$ cat config.mk
export PLATFORM = sky130hd
export DESIGN_NAME = dibit_loopback_top
export DESIGN_NICKNAME = d
export VERILOG_FILES = /design/src/dibit_link_pkg.sv /design/src/dibit_loopback_top.sv /design/src/frame_reader.sv /design/src/packet_ram.sv /design/src/frame_writer.sv /design/src/stream_unpack.sv /design/src/stream_pack.sv
export SDC_FILE = /design/constraint.sdc
export NUM_CORES = 2
export LEC_CHECK = 0
export ABC_CLOCK_PERIOD_IN_PS = 5750
export BUFFER_PORTS_ARGS = -buffer_cell sky130_fd_sc_hd__buf_4
export CAP_MARGIN = 25
export CELL_PAD_IN_SITES_DETAIL_PLACEMENT = 1
export CELL_PAD_IN_SITES_GLOBAL_PLACEMENT = 2
export CORE_MARGIN = 8
export CORE_UTILIZATION = 50
export CTS_CLUSTER_DIAMETER = 80
export CTS_CLUSTER_SIZE = 30
export DETAILED_ROUTE_END_ITERATION = 10
export PLACE_DENSITY = 0.86
export REMOVE_ABC_BUFFERS = 1
export SLEW_MARGIN = 5
export SYNTH_ARGS = -nofsm -noshare
export SYNTH_HDL_FRONTEND = slang
export SYNTH_SLANG_ARGS = --single-unit
$ cat constraint.sdc
create_clock -name clk -period 5.75 [get_ports clk]
set_input_delay 0.8625 -clock clk [delete_from_list [all_inputs] [get_ports clk]]
set_output_delay 0.8625 -clock clk [all_outputs]
set_load 0.02 [all_outputs]
$ cat src/dibit_link_pkg.sv
/*
 * shared widths, vector typedefs and packet buffer constants
 * for the dibit loopback buffer
 */
`default_nettype none

package dibit_link_pkg;

	// buffer side and line side word sizes
	localparam int BYTE_LEN = 8;
	localparam int DIBIT_LEN = 2;

	// packet buffer geometry
	localparam int ADDR_LEN = 8;
	localparam int PACKET_BUFFER_SIZE = 256;

	// read latency used when the top level does not override it
	localparam int DEFAULT_READ_LATENCY = 1;

	typedef logic [BYTE_LEN-1:0] byte_t;
	typedef logic [DIBIT_LEN-1:0] dibit_t;
	typedef logic [ADDR_LEN-1:0] addr_t;

endpackage

`default_nettype wire
$ cat src/dibit_loopback_top.sv
/*
 * dibit loopback frame buffer, receive packer and writer, packet RAM,
 * reader and transmit unpacker
 */
`timescale 1ns/1ps
`default_nettype none

module dibit_loopback_top #(
	parameter int RAM_READ_LATENCY = dibit_link_pkg::DEFAULT_READ_LATENCY
) (
	input  logic                   clk,
	input  logic                   rst,
	input  logic                   rx_valid,
	input  dibit_link_pkg::dibit_t rx_dibit,
	input  logic                   rx_last,
	input  logic                   wr_offset_load,
	input  dibit_link_pkg::addr_t  wr_offset,
	input  logic                   tx_start,
	input  dibit_link_pkg::addr_t  tx_read_start,
	input  dibit_link_pkg::addr_t  tx_read_end,
	output logic                   tx_valid,
	output dibit_link_pkg::dibit_t tx_dibit,
	output logic                   tx_done
);

	import dibit_link_pkg::*;

	logic  rx_byte_valid;
	byte_t rx_byte;
	logic  ram_we;
	addr_t ram_waddr;
	byte_t ram_wdata;
	logic  ram_re;
	addr_t ram_raddr;
	logic  ram_rvalid;
	byte_t ram_rdata;
	logic  rd_done;
	logic  unpack_rdy;

	// frame boundaries on the receive side come from the write offset,
	// so the packer's done output stays open
	stream_pack #(
		.S_LEN(DIBIT_LEN),
		.L_LEN(BYTE_LEN)
	) i_pack (
		.clk(clk),
		.rst(rst),
		.inclk(rx_valid),
		.in(rx_dibit),
		.in_done(rx_last),
		.outclk(rx_byte_valid),
		.out(rx_byte),
		.done()
	);

	frame_writer i_writer (
		.clk(clk),
		.rst(rst),
		.offset_load(wr_offset_load),
		.offset(wr_offset),
		.inclk(rx_byte_valid),
		.in(rx_byte),
		.we(ram_we),
		.waddr(ram_waddr),
		.wdata(ram_wdata)
	);

	packet_ram #(
		.RAM_READ_LATENCY(RAM_READ_LATENCY)
	) i_ram (
		.clk(clk),
		.rst(rst),
		.we(ram_we),
		.waddr(ram_waddr),
		.wdata(ram_wdata),
		.re(ram_re),
		.raddr(ram_raddr),
		.rvalid(ram_rvalid),
		.rdata(ram_rdata)
	);

	frame_reader #(
		.RAM_READ_LATENCY(RAM_READ_LATENCY)
	) i_reader (
		.clk(clk),
		.rst(rst),
		.start(tx_start),
		.read_start(tx_read_start),
		.read_end(tx_read_end),
		.down_rdy(unpack_rdy),
		.ram_rvalid(ram_rvalid),
		.re(ram_re),
		.raddr(ram_raddr),
		.done(rd_done)
	);

	stream_unpack #(
		.S_LEN(DIBIT_LEN),
		.L_LEN(BYTE_LEN)
	) i_unpack (
		.clk(clk),
		.rst(rst),
		.inclk(ram_rvalid),
		.in(ram_rdata),
		.in_done(rd_done),
		.outclk(tx_valid),
		.out(tx_dibit),
		.rdy(unpack_rdy),
		.done(tx_done)
	);

endmodule

`default_nettype wire

$ cat src/frame_reader.sv
/*
 * packet buffer read sequencer, one outstanding read at a time,
 * with a done flag aligned to the returning data
 */
`timescale 1ns/1ps
`default_nettype none

module frame_reader #(
	parameter int RAM_READ_LATENCY = dibit_link_pkg::DEFAULT_READ_LATENCY
) (
	input  logic                  clk,
	input  logic                  rst,
	input  logic                  start,
	input  dibit_link_pkg::addr_t read_start,
	input  dibit_link_pkg::addr_t read_end,
	input  logic                  down_rdy,
	input  logic                  ram_rvalid,
	output logic                  re,
	output dibit_link_pkg::addr_t raddr,
	output logic                  done
);

	import dibit_link_pkg::*;

	addr_t curr_addr;
	addr_t end_addr;
	addr_t next_addr;
	logic first_word;
	logic waiting;
	logic idle;
	logic last_issue;
	logic [RAM_READ_LATENCY-1:0] last_pipe;

	assign next_addr = (curr_addr == addr_t'(PACKET_BUFFER_SIZE - 1)) ?
		'0 : curr_addr + 1'b1;

	// with start equal to end, the first word flag keeps a full wrap from
	// looking like an empty range
	assign idle = !first_word && (curr_addr == end_addr);

	// the unpacker must have taken the previous byte before the next request
	assign re = down_rdy && !idle && !waiting && !start;
	assign raddr = curr_addr;

	// end address is exclusive, so the last read is the one just before it
	assign last_issue = re && (next_addr == end_addr);
	assign done = last_pipe[RAM_READ_LATENCY-1];

	always_ff @(posedge clk) begin
		if (rst) begin
			curr_addr <= '0;
			end_addr <= '0;
			first_word <= 1'b0;
		end else if (start) begin
			curr_addr <= read_start;
			end_addr <= read_end;
			first_word <= 1'b1;
		end else if (re) begin
			curr_addr <= next_addr;
			first_word <= 1'b0;
		end
	end

	// a read stays outstanding until its data comes back
	always_ff @(posedge clk) begin
		if (rst)
			waiting <= 1'b0;
		else if (ram_rvalid)
			waiting <= 1'b0;
		else if (re)
			waiting <= 1'b1;
	end

	// same depth as the RAM read pipeline
	always_ff @(posedge clk) begin
		if (rst)
			last_pipe <= '0;
		else begin
			last_pipe[0] <= last_issue;
			for (int i = 1; i < RAM_READ_LATENCY; i++)
				last_pipe[i] <= last_pipe[i-1];
		end
	end

endmodule

`default_nettype wire

$ cat src/packet_ram.sv
/*
 * simple dual-port packet buffer with a configurable read pipeline
 */
`timescale 1ns/1ps
`default_nettype none

module packet_ram #(
	parameter int RAM_READ_LATENCY = dibit_link_pkg::DEFAULT_READ_LATENCY
) (
	input  logic                  clk,
	input  logic                  rst,
	input  logic                  we,
	input  dibit_link_pkg::addr_t waddr,
	input  dibit_link_pkg::byte_t wdata,
	input  logic                  re,
	input  dibit_link_pkg::addr_t raddr,
	output logic                  rvalid,
	output dibit_link_pkg::byte_t rdata
);

	import dibit_link_pkg::*;

	byte_t mem [PACKET_BUFFER_SIZE];
	byte_t data_pipe [RAM_READ_LATENCY];
	logic [RAM_READ_LATENCY-1:0] valid_pipe;

	assign rdata = data_pipe[RAM_READ_LATENCY-1];
	assign rvalid = valid_pipe[RAM_READ_LATENCY-1];

	always_ff @(posedge clk) begin
		if (we)
			mem[waddr] <= wdata;
	end

	// the first stage is the array read itself
	always_ff @(posedge clk) begin
		if (re)
			data_pipe[0] <= mem[raddr];
		for (int i = 1; i < RAM_READ_LATENCY; i++)
			data_pipe[i] <= data_pipe[i-1];
	end

	always_ff @(posedge clk) begin
		if (rst)
			valid_pipe <= '0;
		else begin
			valid_pipe[0] <= re;
			for (int i = 1; i < RAM_READ_LATENCY; i++)
				valid_pipe[i] <= valid_pipe[i-1];
		end
	end

endmodule

`default_nettype wire

$ cat src/frame_writer.sv
/*
 * byte stream to RAM write cycles at an auto-incrementing address
 * with a loadable start offset
 */
`timescale 1ns/1ps
`default_nettype none

module frame_writer (
	input  logic                  clk,
	input  logic                  rst,
	input  logic                  offset_load,
	input  dibit_link_pkg::addr_t offset,
	input  logic                  inclk,
	input  dibit_link_pkg::byte_t in,
	output logic                  we,
	output dibit_link_pkg::addr_t waddr,
	output dibit_link_pkg::byte_t wdata
);

	import dibit_link_pkg::*;

	addr_t curr_addr;
	addr_t next_addr;

	assign next_addr = (curr_addr == addr_t'(PACKET_BUFFER_SIZE - 1)) ?
		'0 : curr_addr + 1'b1;

	// a new frame may begin anywhere in the buffer
	always_ff @(posedge clk) begin
		if (rst) begin
			curr_addr <= '0;
			we <= 1'b0;
		end else begin
			if (offset_load)
				curr_addr <= offset;
			else if (inclk)
				curr_addr <= next_addr;
			we <= inclk;
		end
	end

	// address and data are captured together with the strobe
	always_ff @(posedge clk) begin
		if (inclk) begin
			waddr <= curr_addr;
			wdata <= in;
		end
	end

endmodule

`default_nettype wire

$ cat src/stream_unpack.sv
/*
 * wide to narrow word unpacker with a ready level and a done pulse
 * on the final slice of a marked word
 */
`timescale 1ns/1ps
`default_nettype none

module stream_unpack #(
	parameter int S_LEN = 2,
	parameter int L_LEN = 8
) (
	input  logic             clk,
	input  logic             rst,
	input  logic             inclk,
	input  logic [L_LEN-1:0] in,
	input  logic             in_done,
	output logic             outclk,
	output logic [S_LEN-1:0] out,
	output logic             rdy,
	output logic             done
);

	localparam int PACK_RATIO = L_LEN / S_LEN;
	localparam int CNT_LEN = $clog2(PACK_RATIO);
	localparam logic [CNT_LEN-1:0] CNT_LAST = CNT_LEN'(PACK_RATIO - 1);

	logic [L_LEN-S_LEN-1:0] shifted;
	logic [CNT_LEN-1:0] cnt;
	logic idle;
	logic done_found;

	assign idle = (cnt == '0);
	assign rdy = idle;

	// the low slice of a new word bypasses the shift register
	assign outclk = inclk || !idle;
	assign out = inclk ? in[S_LEN-1:0] : shifted[S_LEN-1:0];

	// words only arrive while idle, so the flag belongs to the word in flight
	assign done = done_found && (cnt == CNT_LAST);

	always_ff @(posedge clk) begin
		if (rst) begin
			cnt <= '0;
			done_found <= 1'b0;
		end else begin
			if (outclk)
				cnt <= cnt + 1'b1;
			if (inclk)
				done_found <= in_done;
			else if (done)
				done_found <= 1'b0;
		end
	end

	// remaining slices drain low first, one per cycle
	always_ff @(posedge clk) begin
		if (inclk)
			shifted <= in[L_LEN-1:S_LEN];
		else if (outclk)
			shifted <= shifted >> S_LEN;
	end

endmodule

`default_nettype wire

$ cat src/stream_pack.sv
/*
 * narrow to wide word packer, first narrow word lands in the low bits
 */
`timescale 1ns/1ps
`default_nettype none

module stream_pack #(
	parameter int S_LEN = 2,
	parameter int L_LEN = 8
) (
	input  logic             clk,
	input  logic             rst,
	input  logic             inclk,
	input  logic [S_LEN-1:0] in,
	input  logic             in_done,
	output logic             outclk,
	output logic [L_LEN-1:0] out,
	output logic             done
);

	localparam int PACK_RATIO = L_LEN / S_LEN;
	localparam int CNT_LEN = $clog2(PACK_RATIO);
	localparam logic [CNT_LEN-1:0] CNT_LAST = CNT_LEN'(PACK_RATIO - 1);

	// the last narrow word is never stored, it goes straight to the output
	logic [L_LEN-S_LEN-1:0] shifted;
	logic [L_LEN-1:0] joined;
	logic [CNT_LEN-1:0] cnt;

	assign joined = {in, shifted};
	assign out = joined;
	assign outclk = inclk && (cnt == CNT_LAST);
	assign done = in_done;

	// in_done closes a partial word so the next frame starts aligned
	always_ff @(posedge clk) begin
		if (rst)
			cnt <= '0;
		else if (in_done)
			cnt <= '0;
		else if (inclk)
			cnt <= cnt + 1'b1;
	end

	// older words move toward the low end as new ones arrive
	always_ff @(posedge clk) begin
		if (inclk)
			shifted <= joined[L_LEN-1:S_LEN];
	end

endmodule

`default_nettype wire

---- Word level (Yosys, flattened, before mapping) ----
Memories as Yosys holds them, arrays and structs flattened. A register that Yosys moved wholly into a read port is not among the register bits.
Index checks and enable logic that the tools add are counted.
storage, ports and cells
  memories ................................ 2
  RAM bits ................................ 2056
  word-level logic and storage cells ...... 66
  input bits .............................. 32
  register bits after elaboration ......... 62
operators by class
  eq/ne operators ......................... 6
  $add $sub $neg .......................... 4
  reductions and logical operators ........ 20
  mux-type cells .......................... 19
memories
  name             words  width  rd ports  clocked after memory_dff  wr ports  RTL line          text
  i_ram.mem        256    8      1         1                         1         packet_ram.sv:23  byte_t mem [PACKET_BUFFER_SIZE];
  i_ram.data_pipe  1      8      1         0                         1         packet_ram.sv:24  byte_t data_pipe [RAM_READ_LATENCY];
operator list
  cell                                          number
  2-to-1 mux 8 bit                              8
  adder 8 x 1 -> 8 bit (second input constant)  2
  == test 8 bit                                 2
  == test 8 bit (second input constant)         2
  2-to-1 mux 6 bit                              2
  2-to-1 mux 1 bit                              8
  nonzero test 2 bit                            4
  logical AND 1 bit                             7
  logical NOT 1 bit                             5
  adder 2 x 1 -> 2 bit (second input constant)  2
  == test 2 bit (second input constant)         2
  OR reduction 2 bit                            2
  logical NOT 2 bit                             1
  2-to-1 mux 2 bit                              1
  logical OR 1 bit                              1

---- Logic depth before layout (Yosys ltp) ----
  depth in word-level cells ............... 10
  depth in mapped cells ................... 11
  gate-level depth less buffers ........... 8

---- Cells and area by module ----
Synthesis repeated with hierarchy kept, for this count alone.
second synthesis, totals
  cells, all modules ...................... 4064
  area, all modules ....................... 82598.0 um^2
by module, submodules not included
  module         times used  area an instance (um^2)  seq. area each (um^2)  cells each
  packet_ram     1           79682.7                  61759.2                3804
  frame_reader   1           1193.6                   380.4                  132
  frame_writer   1           972.2                    660.6                  77
  stream_unpack  1           447.9                    240.2                  34
  stream_pack    1           301.5                    220.2                  17

---- Worst setup path before layout ----
No wires, ideal clock.
  path kind ............................... reg2reg
  start point ............................. reg i_writer.wdata[0]
  end point ............................... mem i_ram.mem[0][0] (netlist bit), data pin
  data arrival time ....................... 3228 ps
  path slack .............................. 1704 ps
  stages on the path, launching flop included .. 1
  setup time .............................. 817 ps
  cell sequence ........................... edfxtp_1
RTL lines
  what                      RTL line            text
  start: declaration        frame_writer.sv:17  output dibit_link_pkg::byte_t wdata
  start signal: assignment  frame_writer.sv:46  wdata <= in;
  end: declaration          packet_ram.sv:23
No word-level cell before the write port.

==> metrics.csv <==
stage,metric,value,unit
layout,end-of-flow core utilization,0.540,
place,detailed placement HPWL,136000,um
pwr,Peak VDD IR,0.306,mV
job,# Max-Cap Violations,0,
detailed_routing,DR DRC count,0,
timing,worst hold slack,0.248,ns
layout,share of cells above drive strength 1,0.196,
timing,Final min period,4.17,ns
clock_tree,post-CTS sizing,0,
detailed_routing,routed length per placed instance,34.2,um
detailed_routing,initial DRC count,4978,
clock_tree,Post-CTS Hold Fix Bufs,0,
worst_hold_path,min-delay src,rx_last,
setup_path,crit-path max FO,48,
clock_tree,clk_lat worst skew,0.78,ns
synthesis,Synth Flop Type,edfxtp_1,
clock_tree,Sink Count,2126,
timing,Worst-Margin Slew,1.21,ns
synthesis,dominant cells by area after synthesis,"edfxtp_1, mux4_2, mux2i_1, a22oi_1, nor2_1",
timing,clock skew,0.0459,ns
layout,"leading cell type in the layout, fill and taps excluded",edfxtp_1,
detailed_routing,Via-to-Cell Ratio,6.51,
timing,Final setup viols,0,
synthesis,unique cell type count in the Yosys netlist,68,
timing,slew margin rel.,0.187,
clock_tree,clock tree root buffer cell,clkbuf_16,
synthesis,post-synth top area share,0.759,
floorplan,Rows,149,
clock_tree,H-Tree Depth,3,
floorplan,starting density of the core,0.502,
clock_tree,CTS buffer count,100,
detailed_routing,DR vias,41100,
layout,layout net count,4077,
place,routability cong.,0.852,
synthesis,register area share after synthesis,0.769,
clock_tree,Worst-path clk slew,0.11,ns
setup_path,cell family with most CP delay,simple AND/OR/NAND/NOR gates,
global_routing,total congestion overflow,0,
floorplan,Die Wd,422,um
run_status,outcome,finished clean,
floorplan,Die Ht,422,um
clock_tree,CTS tree,built,
floorplan,die area,178000,um2
global_routing,pin count of the biggest net entering global routing,222,
layout,"commonest non-fill, non-tap cells in the layout","edfxtp_1, mux4_2, nor2_1",
timing,Final Hold Fails,0,
floorplan,IO Count,36,
place,Buffers on Ports,35,
setup_path,Crit path required time,6.27,ns
global_routing,GRT Overall Usage,0.236,
setup_path,"critical path, cell by cell","buf_12, buf_12, mux4_2, a22o_1, a221oi_1, o22ai_1, nor3_1, nor4_1",
timing,RSZ-0062 raised after global routing,false,
setup_path,CP startpoint kind,flip-flop,
setup_path,CP max stage cell,dfxtp_4,
synthesis,yosys warns,0,
synthesis,"area leader, netlist",edfxtp_1,
global_routing,vias in the first global route,42500,
global_routing,antenna violations before repair,4,
pwr,PwrDens,332,nW/um2
synthesis,Yosys reg bits,2126,
floorplan,core region area,164000,um2
detailed_routing,DR pass1 iterations,5,
setup_path,kind of critical path,flip-flop to flip-flop,
synthesis,Post-Syn Area per Cell,20.4,um2
clock_tree,Clock Path Buffers,3,
detailed_routing,post-route ant nets,0,
timing,Max Freq,240,MHz
synthesis,area of the mapped netlist,82500,um2
setup_path,crit end category,flip-flop,
setup_path,CP bufs+invs,2,
detailed_routing,Post-Route WL,216000,um
timing,Tcrit/Tclk final,0.726,
pwr,Leakage,26.3,nW
synthesis,Mapped Cells,4038,
worst_hold_path,min-delay worst type,input pin to flip-flop,
setup_path,CP peak stage delay,0.79,ns
clock_tree,setup bufs post-CTS,0,
layout,Syn-to-layout area delta,7.76,%
setup_path,CP most frequent cell,buf_12,
synthesis,number of synthesized flops with an enable pin,2084,
timing,"Slew Viols, Final",0,
synthesis,Synth async-reset ratio,0,
global_routing,first-pass GRT wire length,309000,um
setup_path,worst path arrival time,4.69,ns
timing,Fin Setup TNS,0,ns
## kinds of logic (layout without fill, tap and decap cells)
| logic type | after synthesis | in the layout | synth area share |
|---|---|---|---|
| AO/OA/AOI/OAI | 493 | 493 | 0.0412 |
| AND/OR/NAND/NOR | 541 | 541 | 0.0291 |
| adder cells (fa/ha/maj) | 5 | 5 | 0.000759 |
| flip-flops | 2126 | 2126 | 0.769 |
| multiplexers | 591 | 591 | 0.139 |
| other | 0 | 1 | 0 |
| buffers and inverters | 263 | 343 | 0.0185 |
| XOR/XNOR | 19 | 19 | 0.00202 |
## registers in the layout, summed over array words and instances (netlist names), named ones only
signal / flops
i_ram.mem: 2048
i_ram.data_pipe: 8
i_reader.end_addr: 8
i_reader.raddr: 8
i_writer.curr_addr: 8
i_writer.waddr: 8
i_writer.wdata: 8
i_pack.shifted: 6
i_unpack.shifted: 6
i_pack.cnt: 2
i_unpack.cnt: 2
i_ram.rvalid: 1
i_reader.done: 1
i_reader.first_word: 1
i_reader.waiting: 1
i_unpack.done_found: 1
i_writer.we: 1
## layer usage
metal / vias to the layer above / routed length, um / GRT usage
met5: - / 23 / 0
met4: 4 / 9150 / 0.0837
met3: 385 / 17400 / 0.0416
met2: 2042 / 107000 / 0.395
met1: 22000 / 82200 / 0.315
li1: 16700 / - / -
## synth_stat cells, drive strengths merged (10+ instances only)
library cell	n
a22oi	170
a31oi	20
mux2i	138
nor2b	25
mux4	444
xor2	12
buf	136
nand3	29
nor3	22
a221oi	12
nand2	62
edfxtp	2084
nand4	13
nand2b	11
o21ai	23
o22ai	27
o221ai	33
a211oi	27
nor4	12
clkbuf	118
nor2	323
a22o	10
a21oi	123
dfxtp	42
## worst paths after layout
path | endpoint | slack [ns] | cells past startpoint
worst max-delay path | i_ram.data_pipe[0][3]$_DFFE_PP_ | 1.58 | 8
worst min-delay path | i_pack.cnt[0]$_SDFFE_PP0P_ | 0.25 | 2
worst max register to register | i_ram.data_pipe[0][3]$_DFFE_PP_ | 1.58 | 8
worst min register to register | i_writer.wdata[0]$_DFFE_PP_ | 0.45 | 0
## area by class of cell
cell class	instances	area [um2]
Antenna cell	1	2.50
Clock buffer	114	2670
Clock inverter	66	893
Fill cell	14300	75600
Inverter	9	33.8
Multi-Input combinational cell	1649	17600
Sequential cell	2126	63400
Tap cell	2189	2740
Timing Repair Buffer	154	1500
## through the flow
step	cell area (um2)	total power, mW	std cells	worst slack, ns
after floorplan	81000	21.2	3784	-19.21
after global placement	85100	20.8	6111	1.69
after detailed placement	85100	20.8	6115	1.54
after CTS	88700	29.6	6295	1.57
after global routing	88900	30.2	6308	1.47
final	88900	29.5	6308	1.58
## where the power goes
| part | internal, mW | total (mW) | switching [mW] |
|---|---|---|---|
| Sequential | 16.8 | 17.0 | 0.140 |
| Combinational | 1.60 | 3.51 | 1.91 |
| Clock | 3.79 | 9.00 | 5.21 |
## worst reg2reg max path: cells and delay by family (launching register included)
kind	cells	cell delay (ns)
and+or+nand+nor	2	0.85
muxes	1	0.61
AOI/OAI and AO/OA	3	0.80
buffers and inverters	2	0.88
DFF	1	0.79
(Power assumes the default switching activity.)
